## src/design/video_pkg.sv

```systemverilog
`default_nettype none

package video_pkg;

	//////////////////////////////////////////////////////////////////////
	// beat payload

	typedef struct packed {
		logic [7:0] red;
		logic [7:0] green;
		logic [7:0] blue;
	} pixel_t;

	// start-of-packet beat carries the packet type in the low nibble
	typedef struct packed {
		logic [19:0] reserved;
		logic [3:0]  packet_type;
	} pkt_desc_t;

	typedef union packed {
		pixel_t    pix;   // ordinary beats
		pkt_desc_t desc;  // sop beat
	} beat_word_u;

	typedef struct packed {
		beat_word_u data;
		logic       sop;
		logic       eop;
	} stream_beat_t;

	//////////////////////////////////////////////////////////////////////
	// classification and geometry

	typedef enum logic [1:0] {NONE, RED, GREEN, BLUE} colour_e;

	typedef logic [10:0] coord_t;

	typedef struct packed {
		logic   valid;
		coord_t left;
		coord_t right;
	} box_t;

	typedef box_t [BLUE:RED] box_set_t;  // indexed by colour

	localparam logic [3:0] VIDEO_PKT_TYPE = 4'h0;

	localparam pixel_t HIGHLIGHT_RED   = 24'hff0000;
	localparam pixel_t HIGHLIGHT_GREEN = 24'h00ff00;
	localparam pixel_t HIGHLIGHT_BLUE  = 24'h0000ff;

endpackage

`default_nettype wire

```

## src/design/regs_pkg.sv

```systemverilog
`default_nettype none

package regs_pkg;

	typedef struct packed {
		logic        psel;
		logic        penable;
		logic        pwrite;
		logic [7:0]  paddr;
		logic [31:0] pwdata;
	} apb_req_t;

	typedef struct packed {
		logic [31:0] prdata;
		logic        pready;
		logic        pslverr;
	} apb_rsp_t;

	// register map
	localparam logic [7:0] ADDR_CTRL      = 8'h00;
	localparam logic [7:0] ADDR_STATUS    = 8'h04;  // read only
	localparam logic [7:0] ADDR_ID        = 8'h08;  // read only
	localparam logic [7:0] ADDR_COL_RED   = 8'h0C;
	localparam logic [7:0] ADDR_COL_GREEN = 8'h10;
	localparam logic [7:0] ADDR_COL_BLUE  = 8'h14;
	localparam logic [7:0] ADDR_BOX_RED   = 8'h18;  // box readback, read only
	localparam logic [7:0] ADDR_BOX_GREEN = 8'h1C;
	localparam logic [7:0] ADDR_BOX_BLUE  = 8'h20;

	localparam logic [31:0] IP_ID = 32'h1234EEE2;

	localparam logic [23:0] BOX_COL_RED_DEF   = 24'hFF0000;
	localparam logic [23:0] BOX_COL_GREEN_DEF = 24'h00FF00;
	localparam logic [23:0] BOX_COL_BLUE_DEF  = 24'h0000FF;

endpackage

`default_nettype wire

```

## src/design/stream_reg.sv

```systemverilog
`default_nettype none

module stream_reg
	import video_pkg::*;
(
	input  logic         clk,
	input  logic         reset_n,
	input  logic         valid_i,
	input  stream_beat_t data_i,
	output logic         ready_o,
	output logic         valid_o,
	output stream_beat_t data_o,
	input  logic         ready_i
);

	// take a new beat when empty or when the held one leaves this cycle
	assign ready_o = ~valid_o | ready_i;

	always_ff @(posedge clk) begin
		if (!reset_n) begin
			valid_o <= 1'b0;
		end else if (ready_o) begin
			valid_o <= valid_i;
		end
	end

	always_ff @(posedge clk) begin
		if (ready_o) begin
			data_o <= data_i;
		end
	end

endmodule

`default_nettype wire

```

## src/design/frame_tracker.sv

```systemverilog
`default_nettype none

module frame_tracker
	import video_pkg::*;
#(
	parameter int IMAGE_W = 640
) (
	input  logic         clk,
	input  logic         reset_n,
	input  logic         fire_i,
	input  stream_beat_t beat_i,
	output coord_t       pixel_x_o,
	output logic         is_video_o
);

	// pixel_x_o is the column of the beat currently waiting to fire
	always_ff @(posedge clk) begin
		if (!reset_n) begin
			pixel_x_o  <= '0;
			is_video_o <= 1'b0;
		end else if (fire_i) begin
			if (beat_i.sop) begin
				pixel_x_o  <= '0;
				is_video_o <= (beat_i.data.desc.packet_type == VIDEO_PKT_TYPE);
			end else if (pixel_x_o == coord_t'(IMAGE_W - 1)) begin
				pixel_x_o <= '0;  // next line
			end else begin
				pixel_x_o <= pixel_x_o + 11'd1;
			end
		end
	end

endmodule

`default_nettype wire

```

## src/design/colour_classifier.sv

```systemverilog
`default_nettype none

module colour_classifier
	import video_pkg::*;
#(
	parameter int RUN_LEN = 5
) (
	input  logic         clk,
	input  logic         reset_n,
	input  logic         fire_i,
	input  stream_beat_t beat_i,
	output colour_e      colour_o
);

	logic [8:0]               r, g, b;  // widened so +offset cannot wrap
	colour_e                  raw;
	colour_e [RUN_LEN-1:0]    hist;     // [0] is the most recent pixel
	logic                     run_ok;

	assign r = {1'b0, beat_i.data.pix.red};
	assign g = {1'b0, beat_i.data.pix.green};
	assign b = {1'b0, beat_i.data.pix.blue};

	//////////////////////////////////////////////////////////////////////
	// raw per-pixel rules, first match wins

	always_comb begin
		if (r > g + 9'd30 && r > b + 9'd30) begin
			raw = RED;
		end else if (g > b + 9'd10 && g > r + 9'd30) begin
			raw = GREEN;
		end else if (b + 9'd20 > g && b > r) begin
			raw = BLUE;
		end else begin
			raw = NONE;
		end
	end

	//////////////////////////////////////////////////////////////////////
	// run filter

	always_comb begin
		run_ok = 1'b1;
		for (int i = 0; i < RUN_LEN; i++) begin
			if (hist[i] != raw) run_ok = 1'b0;
		end
	end

	assign colour_o = run_ok ? raw : NONE;  // NONE stays NONE either way

	always_ff @(posedge clk) begin
		if (!reset_n) begin
			for (int i = 0; i < RUN_LEN; i++) hist[i] <= NONE;
		end else if (fire_i) begin
			if (beat_i.sop) begin
				for (int i = 0; i < RUN_LEN; i++) hist[i] <= NONE;  // new packet
			end else begin
				hist[0] <= raw;
				for (int i = 1; i < RUN_LEN; i++) hist[i] <= hist[i-1];
			end
		end
	end

endmodule

`default_nettype wire

```

## src/design/box_tracker.sv

```systemverilog
`default_nettype none

module box_tracker
	import video_pkg::*;
#(
	parameter int IMAGE_W = 640
) (
	input  logic         clk,
	input  logic         reset_n,
	input  logic         fire_i,
	input  stream_beat_t beat_i,
	input  coord_t       pixel_x_i,
	input  logic         is_video_i,
	input  colour_e      colour_i,
	output box_set_t     boxes_o,
	output logic         frame_done_o
);

	localparam coord_t X_LAST = coord_t'(IMAGE_W - 1);

	coord_t [BLUE:RED] run_min, run_max;
	coord_t [BLUE:RED] min_nxt, max_nxt;
	logic   [BLUE:RED] run_hit, hit_nxt, match;

	// running values including the current beat, so the eop pixel counts
	always_comb begin
		for (int c = RED; c <= BLUE; c++) begin
			match[c]   = !beat_i.sop && (colour_i == colour_e'(c));
			min_nxt[c] = (match[c] && pixel_x_i < run_min[c]) ? pixel_x_i : run_min[c];
			max_nxt[c] = (match[c] && pixel_x_i > run_max[c]) ? pixel_x_i : run_max[c];
			hit_nxt[c] = run_hit[c] | match[c];
		end
	end

	always_ff @(posedge clk) begin
		if (!reset_n) begin
			boxes_o      <= '0;
			frame_done_o <= 1'b0;
			run_hit      <= '0;
			for (int c = RED; c <= BLUE; c++) begin
				run_min[c] <= X_LAST;
				run_max[c] <= '0;
			end
		end else begin
			frame_done_o <= 1'b0;
			if (fire_i) begin
				if (beat_i.sop || (beat_i.eop && is_video_i)) begin
					run_hit <= '0;
					for (int c = RED; c <= BLUE; c++) begin
						run_min[c] <= X_LAST;
						run_max[c] <= '0;
					end
				end else begin
					run_min <= min_nxt;
					run_max <= max_nxt;
					run_hit <= hit_nxt;
				end
				if (!beat_i.sop && beat_i.eop && is_video_i) begin  // end of video frame
					frame_done_o <= 1'b1;
					for (int c = RED; c <= BLUE; c++) begin
						boxes_o[c] <= '{valid: hit_nxt[c], left: min_nxt[c], right: max_nxt[c]};
					end
				end
			end
		end
	end

endmodule

`default_nettype wire

```

## src/design/overlay_mixer.sv

```systemverilog
`default_nettype none

module overlay_mixer
	import video_pkg::*;
(
	input  stream_beat_t      beat_i,
	input  coord_t            pixel_x_i,
	input  logic              is_video_i,
	input  colour_e           colour_i,
	input  box_set_t          boxes_i,
	input  logic              overlay_en_i,
	input  pixel_t [BLUE:RED] box_col_i,
	output stream_beat_t      beat_o
);

	pixel_t     pix;
	pixel_t     new_pix;
	logic [7:0] grey;
	colour_e    box_sel;

	assign pix  = beat_i.data.pix;
	assign grey = {1'b0, pix.green[7:1]} + {2'b0, pix.red[7:2]} + {2'b0, pix.blue[7:2]};

	always_comb begin
		box_sel = NONE;
		for (int c = BLUE; c >= RED; c--) begin  // walk down so red wins a tie
			if (boxes_i[c].valid && (boxes_i[c].left == pixel_x_i || boxes_i[c].right == pixel_x_i))
				box_sel = colour_e'(c);
		end

		if (box_sel != NONE) new_pix = box_col_i[box_sel];  // box column
		else begin
			case (colour_i)
				RED:     new_pix = HIGHLIGHT_RED;
				GREEN:   new_pix = HIGHLIGHT_GREEN;
				BLUE:    new_pix = HIGHLIGHT_BLUE;
				default: new_pix = '{red: grey, green: grey, blue: grey};
			endcase
		end

		beat_o = beat_i;
		if (overlay_en_i && !beat_i.sop && is_video_i) beat_o.data.pix = new_pix;  // descriptors untouched
	end

endmodule

`default_nettype wire

```

## src/design/apb_regs.sv

```systemverilog
`default_nettype none

module apb_regs
	import video_pkg::*, regs_pkg::*;
(
	input  logic              clk,
	input  logic              reset_n,
	input  apb_req_t          apb_req_i,
	output apb_rsp_t          apb_rsp_o,
	input  box_set_t          boxes_i,
	input  logic              frame_done_i,
	output logic              overlay_en_o,
	output pixel_t [BLUE:RED] box_col_o
);

	logic        access, known, read_only, slverr, wr_ok;
	logic [31:0] rdata;
	logic [15:0] frame_cnt;

	function automatic logic [31:0] box_word(box_t bx);
		return {bx.valid, 4'b0, bx.left, 5'b0, bx.right};
	endfunction

	assign access = apb_req_i.psel & apb_req_i.penable;

	//////////////////////////////////////////////////////////////////////
	// address decode and read mux

	always_comb begin
		rdata     = '0;
		known     = 1'b1;
		read_only = 1'b0;
		case (apb_req_i.paddr)
			ADDR_CTRL:      rdata = {31'b0, overlay_en_o};
			ADDR_STATUS:    begin rdata = {16'b0, frame_cnt}; read_only = 1'b1; end
			ADDR_ID:        begin rdata = IP_ID; read_only = 1'b1; end
			ADDR_COL_RED:   rdata = {8'b0, box_col_o[RED]};
			ADDR_COL_GREEN: rdata = {8'b0, box_col_o[GREEN]};
			ADDR_COL_BLUE:  rdata = {8'b0, box_col_o[BLUE]};
			ADDR_BOX_RED:   begin rdata = box_word(boxes_i[RED]); read_only = 1'b1; end
			ADDR_BOX_GREEN: begin rdata = box_word(boxes_i[GREEN]); read_only = 1'b1; end
			ADDR_BOX_BLUE:  begin rdata = box_word(boxes_i[BLUE]); read_only = 1'b1; end
			default:        known = 1'b0;
		endcase
	end

	assign slverr    = access & (~known | (apb_req_i.pwrite & read_only));
	assign wr_ok     = access & apb_req_i.pwrite & ~slverr;
	assign apb_rsp_o = '{prdata: rdata, pready: 1'b1, pslverr: slverr};  // no wait states

	//////////////////////////////////////////////////////////////////////
	// writable state and frame counter

	always_ff @(posedge clk) begin
		if (!reset_n) begin
			overlay_en_o     <= 1'b0;
			box_col_o[RED]   <= BOX_COL_RED_DEF;
			box_col_o[GREEN] <= BOX_COL_GREEN_DEF;
			box_col_o[BLUE]  <= BOX_COL_BLUE_DEF;
			frame_cnt        <= '0;
		end else begin
			if (frame_done_i) frame_cnt <= frame_cnt + 16'd1;
			if (wr_ok) begin
				case (apb_req_i.paddr)
					ADDR_CTRL:      overlay_en_o     <= apb_req_i.pwdata[0];
					ADDR_COL_RED:   box_col_o[RED]   <= apb_req_i.pwdata[23:0];
					ADDR_COL_GREEN: box_col_o[GREEN] <= apb_req_i.pwdata[23:0];
					ADDR_COL_BLUE:  box_col_o[BLUE]  <= apb_req_i.pwdata[23:0];
					default:        ;  // read-only offsets never reach here
				endcase
			end
		end
	end

endmodule

`default_nettype wire

```

## src/design/imgproc_top.sv

```systemverilog
`default_nettype none

module imgproc_top
	import video_pkg::*, regs_pkg::*;
#(
	parameter int IMAGE_W = 640,
	parameter int RUN_LEN = 5
) (
	input  logic         clk,
	input  logic         reset_n,
	input  stream_beat_t sink_beat_i,
	input  logic         sink_valid_i,
	output logic         sink_ready_o,
	output stream_beat_t source_beat_o,
	output logic         source_valid_o,
	input  logic         source_ready_i,
	input  apb_req_t     apb_req_i,
	output apb_rsp_t     apb_rsp_o
);

	stream_beat_t      in_beat, mix_beat;
	logic              in_valid, out_ready, fire;
	coord_t            pixel_x;
	logic              is_video, frame_done, overlay_en;
	colour_e           colour;
	box_set_t          boxes;
	pixel_t [BLUE:RED] box_col;

	assign fire = in_valid & out_ready;  // beat moves from in_stage to out_stage

	//////////////////////////////////////////////////////////////////////
	// stream path

	stream_reg in_stage (
		.clk, .reset_n,
		.valid_i(sink_valid_i), .data_i(sink_beat_i), .ready_o(sink_ready_o),
		.valid_o(in_valid), .data_o(in_beat), .ready_i(out_ready)
	);

	frame_tracker #(.IMAGE_W(IMAGE_W)) i_frame_tracker (
		.clk, .reset_n, .fire_i(fire), .beat_i(in_beat),
		.pixel_x_o(pixel_x), .is_video_o(is_video)
	);

	colour_classifier #(.RUN_LEN(RUN_LEN)) i_colour_classifier (
		.clk, .reset_n, .fire_i(fire), .beat_i(in_beat), .colour_o(colour)
	);

	box_tracker #(.IMAGE_W(IMAGE_W)) i_box_tracker (
		.clk, .reset_n, .fire_i(fire), .beat_i(in_beat),
		.pixel_x_i(pixel_x), .is_video_i(is_video), .colour_i(colour),
		.boxes_o(boxes), .frame_done_o(frame_done)
	);

	overlay_mixer i_overlay_mixer (
		.beat_i(in_beat), .pixel_x_i(pixel_x), .is_video_i(is_video),
		.colour_i(colour), .boxes_i(boxes), .overlay_en_i(overlay_en),
		.box_col_i(box_col), .beat_o(mix_beat)
	);

	stream_reg out_stage (
		.clk, .reset_n,
		.valid_i(in_valid), .data_i(mix_beat), .ready_o(out_ready),
		.valid_o(source_valid_o), .data_o(source_beat_o), .ready_i(source_ready_i)
	);

	//////////////////////////////////////////////////////////////////////
	// control registers

	apb_regs i_apb_regs (
		.clk, .reset_n,
		.apb_req_i, .apb_rsp_o,
		.boxes_i(boxes), .frame_done_i(frame_done),
		.overlay_en_o(overlay_en), .box_col_o(box_col)
	);

endmodule

`default_nettype wire

```

## config.mk

```make
export PLATFORM = sky130hd
export DESIGN_NAME = imgproc_top
export DESIGN_NICKNAME = d
export VERILOG_FILES = /design/src/design/video_pkg.sv /design/src/design/regs_pkg.sv /design/src/design/stream_reg.sv /design/src/design/frame_tracker.sv /design/src/design/colour_classifier.sv /design/src/design/box_tracker.sv /design/src/design/overlay_mixer.sv /design/src/design/apb_regs.sv /design/src/design/imgproc_top.sv
export SDC_FILE = /design/constraint.sdc
export NUM_CORES = 1
export LEC_CHECK = 0
export ABC_AREA = 1
export BUFFER_PORTS_ARGS = -buffer_cell sky130_fd_sc_hd__buf_2
export CAP_MARGIN = 25
export CORE_MARGIN = 2
export CORE_UTILIZATION = 35
export DETAILED_ROUTE_END_ITERATION = 10
export PLACE_DENSITY = 0.51
export SETUP_SLACK_MARGIN = 0.1
export SLEW_MARGIN = 0
export SYNTH_ARGS = -nofsm -noshare
export SYNTH_HDL_FRONTEND = slang
export SYNTH_SLANG_ARGS = --single-unit
```

## constraint.sdc

```tcl
create_clock -name clk -period 3.7 [get_ports clk]
set_input_delay 0.185 -clock clk [delete_from_list [all_inputs] [get_ports clk]]
set_output_delay 0.185 -clock clk [all_outputs]
set_load 0.05 [all_outputs]
```

==> metrics, run 1 <==
status=finished, final reports clean; fmax=between 200 and 300 MHz; Sink Count=304; first-pass GRT wire length=just over 100 mm; post-detail-place hpwl=47.0 mm; max cap viols=0; Placed Area=0.0204 mm2; CP startpoint kind=flip-flop; final critical path time including I/O delays and setup=3.56 ns; unrepaired setup endpoints after global routing=true; GP Congestion=0.908; Slew Limit Fails=0; Initial Utilization=35.5%; fin nets=3069; Worst slew margin=24.5%; synthesized area=around 0.019 mm2; Final Hold Vio Count=0; total die area=0.0553 mm2; Power Density=373 mW/mm2; Worst-path clk slew=0.06 ns; largest net degree at the start of global routing=169; Lkg Pwr=10.7 nW; row cnt=84; clock latency on the worst-skew pair=0.57 ns; synthesized area per cell=7.00 um2; Pre-antenna DRT Iters=5; final wirelength=66.8 mm; DR vias/cell=roughly 5.1; Distinct cells, synth=54; crit-path max FO=6; initial antenna violation count=0; Main synth FF type=dfxtp_1; number of antenna diodes=0; #FFs+latches synth=around 300; DR iter-0 viols=1340; sum of negative setup slack=0 ns; Syn Inst Count=2671; slowest stage delay, CP=0.51 ns; gr ovfl total=0; Via Count=18363; die width=235 um; Final Setup Violations=0; Remaining DRCs=0; worst min path class=primary input to flip-flop; H-Tree Depth=2; Die Ht=235 um; share of the clock period used by the worst path=96.1%; Core ar.=0.0527 mm2; CTS Buf Count=39; CP Cell Sequence=buf_4 > buf_4 > ha_2 > o21ai_2 > xor2_1 > inv_1 > ha_4 > and3_4 > nand2_1 > nand2_1 > nand2_2 > nand2_1 > nand2_1 > nand2_2 > nand2_2 > nor2_4 > nand3_4 > nor2_8 > buf_12 > buf_8 > nand3_1 > nand2_2 > nand2_2 > a21oi_2; CTS Root Cell=clkbuf_16; Post-synth EDFFs=52; Bufs on Longest Clock Path=3; maximum vdd drop=257 uV; Total GRT Usage=about a quarter; sequential share of the synthesized area=35.3%; port buffer count=122; Pwr Total=~8.5 mW; WP data arrival=4.03 ns; WL per Instance=18.7 um; synthesis-to-finish area growth=21.7%; Post-synth ARST share=0%; Critical Path RT=4.18 ns; Ys Warns=0; CP top delay family=simple AND/OR/NAND/NOR gates; slowest CP cell=edfxtp_1; Worst Setup End Kind=flip-flop; CP Buf/Inv Count=5; final core utilization=43.2%; slew at the pin closest to its max-slew limit=1.13 ns; DRT antenna net count=0; CP most frequent cell=nand2_2; worst hold margin=0.202 ns; layout cells sized above 1=15.2%; vias in the first global route=17054; Worst Skew=~0.030 ns; CTS tree=built; io pins=about 140; Design Area, Final=0.0228 mm2; kind of critical path=flip-flop to flip-flop
-- tightest hold or removal path, stage by stage --
cell	delay, ns
buf_2	0.09
nor2_1	0.06
inv_1	0.11
nor2_1	0.11
nand2_1	0.09
a21oi_1	0.07
-- power breakdown --
group	internal, mW	switching (mW)	leakage [nW]
Clock	2.35	1.58	0.649
Combinational	0.377	0.672	7.44
Sequential	3.43	0.0658	2.58
-- what timing repair did --
action,CTS,global route
endpoints found under the hold margin,100,0
buffers inserted,1,6
cloned,0,3
pin swaps,0,26
resized for setup,5,129
hold buffers,51,0
endpoints found under the setup margin,31,157
-- metrics by stage --
step | worst slack [ns] | std cells
finish | 0.144 | 3579
detailed placement | -0.0388 | 3449
global route | -0.0969 | 3579
floorplan | 0.568 | 2673
global placement | -0.0285 | 3448
CTS | 0.127 | 3570
-- flip-flops by register name, indices dropped and copies added, names as in the netlist, 3 cells and up --
register / count
i_box_tracker.boxes_o: 69
in_stage.data_o: 26
i_frame_tracker.pixel_x_o: 11
i_apb_regs.frame_cnt: 16
i_box_tracker.run_max: 33
i_box_tracker.run_min: 33
i_apb_regs.box_col_o: 72
out_stage.data_o: 26
i_colour_classifier.hist: 10
i_box_tracker.run_hit: 3
-- synth_stat cells, types with 2 or more instances --
cell       number  area, um2
o21ai_1        33        165
buf_2          29        145
conb_1          2       7.51
nor4_1         12       75.1
xnor2_1         8       70.1
xor2_1         60        526
nand2_2        10       62.6
buf_6           9        101
buf_4          12       90.1
nor2_4          3       33.8
nand2_1       612       2300
dfxtp_1       252       5040
nor2_1        192        721
nand3b_1        2       15.0
ha_1          126       1580
buf_1           6       22.5
a211oi_1        9       67.6
a21oi_1       302       1510
nand4_1        29        181
o221ai_1        6       52.6
o2111ai_1      15        131
o21ai_0       155        776
a2111o_1        3       33.8
clkbuf_1       80        300
edfxtp_1       52       1560
o211ai_1        8       60.1
o21ai_2        11       96.3
a21o_1          2       15.0
inv_1         374       1400
nand3_1       141        706
nor3_1         38        190
o22ai_1        21        131
nor2_2          3       18.8
inv_2          10       37.5
nand3_2         2       20.0
fa_1            7        140
a221oi_1       18        158
-- kinds of logic (layout without fill, tap and decap cells) --
logic type | after synthesis | in the layout | synth area share [%]
adders and majority gates | 133 | 133 | 9.18
buffers and inverters | 521 | 739 | 11.3
and+or+nand+nor | 1051 | 1051 | 23.5
DFF | 304 | 304 | 35.3
AOI/OAI and AO/OA | 592 | 592 | 17.5
other | 2 | 4 | 0.0402
xor gates and xnor gates | 68 | 68 | 3.18
-- area by class of cell --
cell class                      instances  area [um2]
Timing Repair Buffer                  285        2100
Fill cell                            5390       29900
Clock buffer                           52        1130
Tap cell                              688         861
Inverter                              385        1450
Multi-Input combinational cell       1848       10400
Clock inverter                         17         188
Sequential cell                       304        6610
-- cells in the final DEF, fill, tap and decap left out, types with 29 or more instances in the layout --
| master | count |
|---|---|
| nand2_2 | 47 |
| buf_2 | 122 |
| o21ai_0 | 140 |
| nor3_1 | 35 |
| nand3_1 | 122 |
| nand2_1 | 565 |
| a21oi_1 | 295 |
| clkbuf_16 | 41 |
| inv_1 | 373 |
| dlygate4sd3_1 | 51 |
| nor2_1 | 187 |
| o21ai_1 | 42 |
| edfxtp_1 | 52 |
| ha_1 | 120 |
| nand4_1 | 29 |
| buf_4 | 96 |
| xor2_1 | 60 |
| dfxtp_1 | 252 |
-- metal layers --
layer  vias to the layer above  track usage, %  share of wire (%)
li1                       9141               -                  -
met1                      8553            32.0                 45
met2                       571            36.4                 44
met3                        98            5.34                7.5
met4                         0            6.96                3.0
met5                         -               0                  0
-- worst paths after layout --
kind | slack [ns] | from | to | cells after the start
worst max-delay path | 0.14 | in_stage.data_o[4]$_DFFE_PP_ | i_box_tracker.run_min[18]$_SDFFE_PN0P_ | 24
worst max register to register | 0.14 | in_stage.data_o[4]$_DFFE_PP_ | i_box_tracker.run_min[18]$_SDFFE_PN0P_ | 24
worst min-delay path | 0.20 | apb_req_i[37] | i_apb_regs.overlay_en_o$_SDFFE_PN0P_ | 6
worst min register to register | 0.46 | i_colour_classifier.hist[8]$_SDFFE_PN0P_ | i_colour_classifier.hist[8]$_SDFFE_PN0P_ | 2
(Power assumes the default switching activity.)
==> run 2, diff against run 1 <==
- CAP_MARGIN: 25 -> unset
- CELL_PAD_IN_SITES_DETAIL_PLACEMENT: unset -> 1
- CELL_PAD_IN_SITES_GLOBAL_PLACEMENT: unset -> 2
- PLACE_DENSITY: 0.51 -> 0.81
==> run 2 against run 1 <==
- non-clock buffer count decreased by 1
- core utilization rose by 0.59 points
- sequential power barely moved
- combinational power rose by 8%
- global-route usage grew 3.2 points
- via count increased by 4.9%
- largest power group unchanged
- critical endpoint is now i_box_tracker.run_max[18]$_SDFFE_PN0P_
- clock power down 2%
- routed wire length is 14% higher
- design area up 1.4%
- highest routed layer unchanged
==> metrics, run 2 (synthesis gave the netlist of run 1 again) <==
slew at the pin closest to its max-slew limit=1.39 ns; fillers=6600; synthesis-to-finish area growth=23.4%; maximum vdd drop=267 uV; Setup WS pre-CTS=-0.0564 ns; largest net degree at the start of global routing=98; slowest CP cell=edfxtp_1; final core utilization=43.8%; multi-input logic area=0.0108 mm2; Critical Path RT=4.18 ns; Core ar.=~0.053 mm2; unrepaired setup endpoints after global routing=true; worst hold margin=0.210 ns; Pre-antenna DRT Iters=5; total die area=approximately 0.055 mm2; crit-path max FO=7; Initial Utilization=35.5%; port buffer count=122; CP top delay family=simple AND/OR/NAND/NOR gates; fmax=277 MHz; commonest non-fill, non-tap cell in the layout=nand2_1; CTS Root Cell=clkbuf_16; number of antenna diodes=0; gr ovfl total=0; top flop regs=i_apb_regs.box_col_o: 72 flops, i_box_tracker.boxes_o: 69 flops; DR iter-0 viols=1068; Lkg Pwr=~11 nW; vias in the first global route=19742; WL per Instance=21.2 um; placed insts=3445; Worst slew margin=a little over 7%; fin nets=3070; Total GRT Usage=26.5%; layout cells sized above 1=17.2%; clock latency on the worst-skew pair=0.58 ns; Top reg by flops=i_apb_regs.box_col_o; final wirelength=76.0 mm; CP startpoint kind=flip-flop; WP data arrival=approximately 4 ns; Power Density=~370 mW/mm2; first-pass GRT wire length=115 mm; number of flip-flops in the largest register=72; commonest cells after routing, fill and taps aside=nand2_1, inv_1, a21oi_1, dfxtp_1, nor2_1; Worst-path clk slew=0.06 ns; final critical path time including I/O delays and setup=3.61 ns; Finished Layout Cells=~3600; Remaining DRCs=0; kind of critical path=flip-flop to flip-flop; worst min path class=primary input to flip-flop; CTS tree=built; Via Count=approximately 19000; initial antenna violation count=0; CP Cell Sequence=inv_2 > ha_4 > a21boi_4 > a21oi_1 > xnor2_1 > ha_1 > nand2_1 > inv_1 > nand4_1 > nand2_1 > nor2_1 > nand2_1 > nor2_2 > nand2_4 > nand2_4 > nor2_4 > nand3_4 > nor2_8 > buf_12 > clkbuf_16 > nand3_2 > nand2_2 > nand2_1 > a21oi_1; share of the clock period used by the worst path=97.5%; sum of negative setup slack=0 ns; Slew Limit Fails=0; Worst Setup End Kind=flip-flop; die width=between 200 and 250 um; Final Hold Vio Count=0; GP Congestion=between 0.9 and 1; CTS Buf Count=40; Final Setup Violations=0; CP most frequent cell=nand2_1; DR vias/cell=5.39; io pins=135; Sink Count=~300; post-detail-place hpwl=roughly 53 mm; H-Tree Depth=2; slowest stage delay, CP=0.53 ns; Bufs on Longest Clock Path=3; Storage cell area=0.00661 mm2; max cap viols=0; status=finished, final reports clean; row cnt=84; Die Ht=235 um; Worst Skew=0.0268 ns; CP Buf/Inv Count=4; post-route setup slack=0.0915 ns; DRT antenna net count=0
[run 2: per-stage QoR]
stage | power, mW | instance area [um2]
after floorplan | 4.22 | 18700
after global routing | 8.82 | 23100
final | 8.49 | 23100
after CTS | 8.49 | 22200
after global placement | 4.53 | 20400
after detailed placement | 4.57 | 20400
[run 2: metal layers]
| layer | up-vias | part of all wire (%) | global-route usage [%] |
|---|---|---|---|
| li1 | 9136 | - | - |
| met1 | 9469 | 44 | 34.9 |
| met2 | 512 | 46 | 43.4 |
| met3 | 148 | 5.5 | 4.12 |
| met4 | 0 | 3.9 | 10.9 |
| met5 | - | 0 | 0 |
[run 2: worst register-to-register path: cells and delay by family (launching register included)]
kind | cells | cell delay, ns
flops | 1 | 0.53
xor+xnor | 1 | 0.14
buf+inv | 4 | 0.65
simple gates | 14 | 1.29
fa+ha+maj | 2 | 0.46
compound gates | 3 | 0.43
[run 2: path summary, 6_finish.rpt]
kind                            slack (ns)                                      from  depth (start not counted)                                       end
worst max register to register        0.09              in_stage.data_o[4]$_DFFE_PP_                         24    i_box_tracker.run_max[18]$_SDFFE_PN0P_
worst max-delay path                  0.09              in_stage.data_o[4]$_DFFE_PP_                         24    i_box_tracker.run_max[18]$_SDFFE_PN0P_
worst min-delay path                  0.21                             apb_req_i[37]                          6      i_apb_regs.overlay_en_o$_SDFFE_PN0P_
worst min register to register        0.47  i_colour_classifier.hist[8]$_SDFFE_PN0P_                          2  i_colour_classifier.hist[8]$_SDFFE_PN0P_
[run 2: layout make-up]
| type | count | share of cell area [%] |
|---|---|---|
| Multi-Input combinational cell | 1849 | 46.7 |
| Sequential cell | 304 | 28.6 |
| Timing Repair Buffer | 284 | 9.19 |
| Inverter | 385 | 6.28 |
| Clock buffer | 61 | 5.17 |
| Tap cell | 688 | 3.73 |
| Clock inverter | 5 | 0.276 |
[run 2: timing repair]
action / in CTS / in global routing
gates resized for setup: 10 / 202
buffers inserted: 3 / 8
gates cloned: 0 / 3
hold endpoints to repair: 99 / 0
hold buffers: 51 / 0
pin swaps: 2 / 77
endpoints found under the setup margin: 113 / 159
[run 2: report_power, final]
| part | switching [mW] | internal, mW | total, mW |
|---|---|---|---|
| combinational | 0.741 | 0.388 | 1.13 |
| sequential | 0.0696 | 3.43 | 3.50 |
| clock | 1.59 | 2.27 | 3.86 |
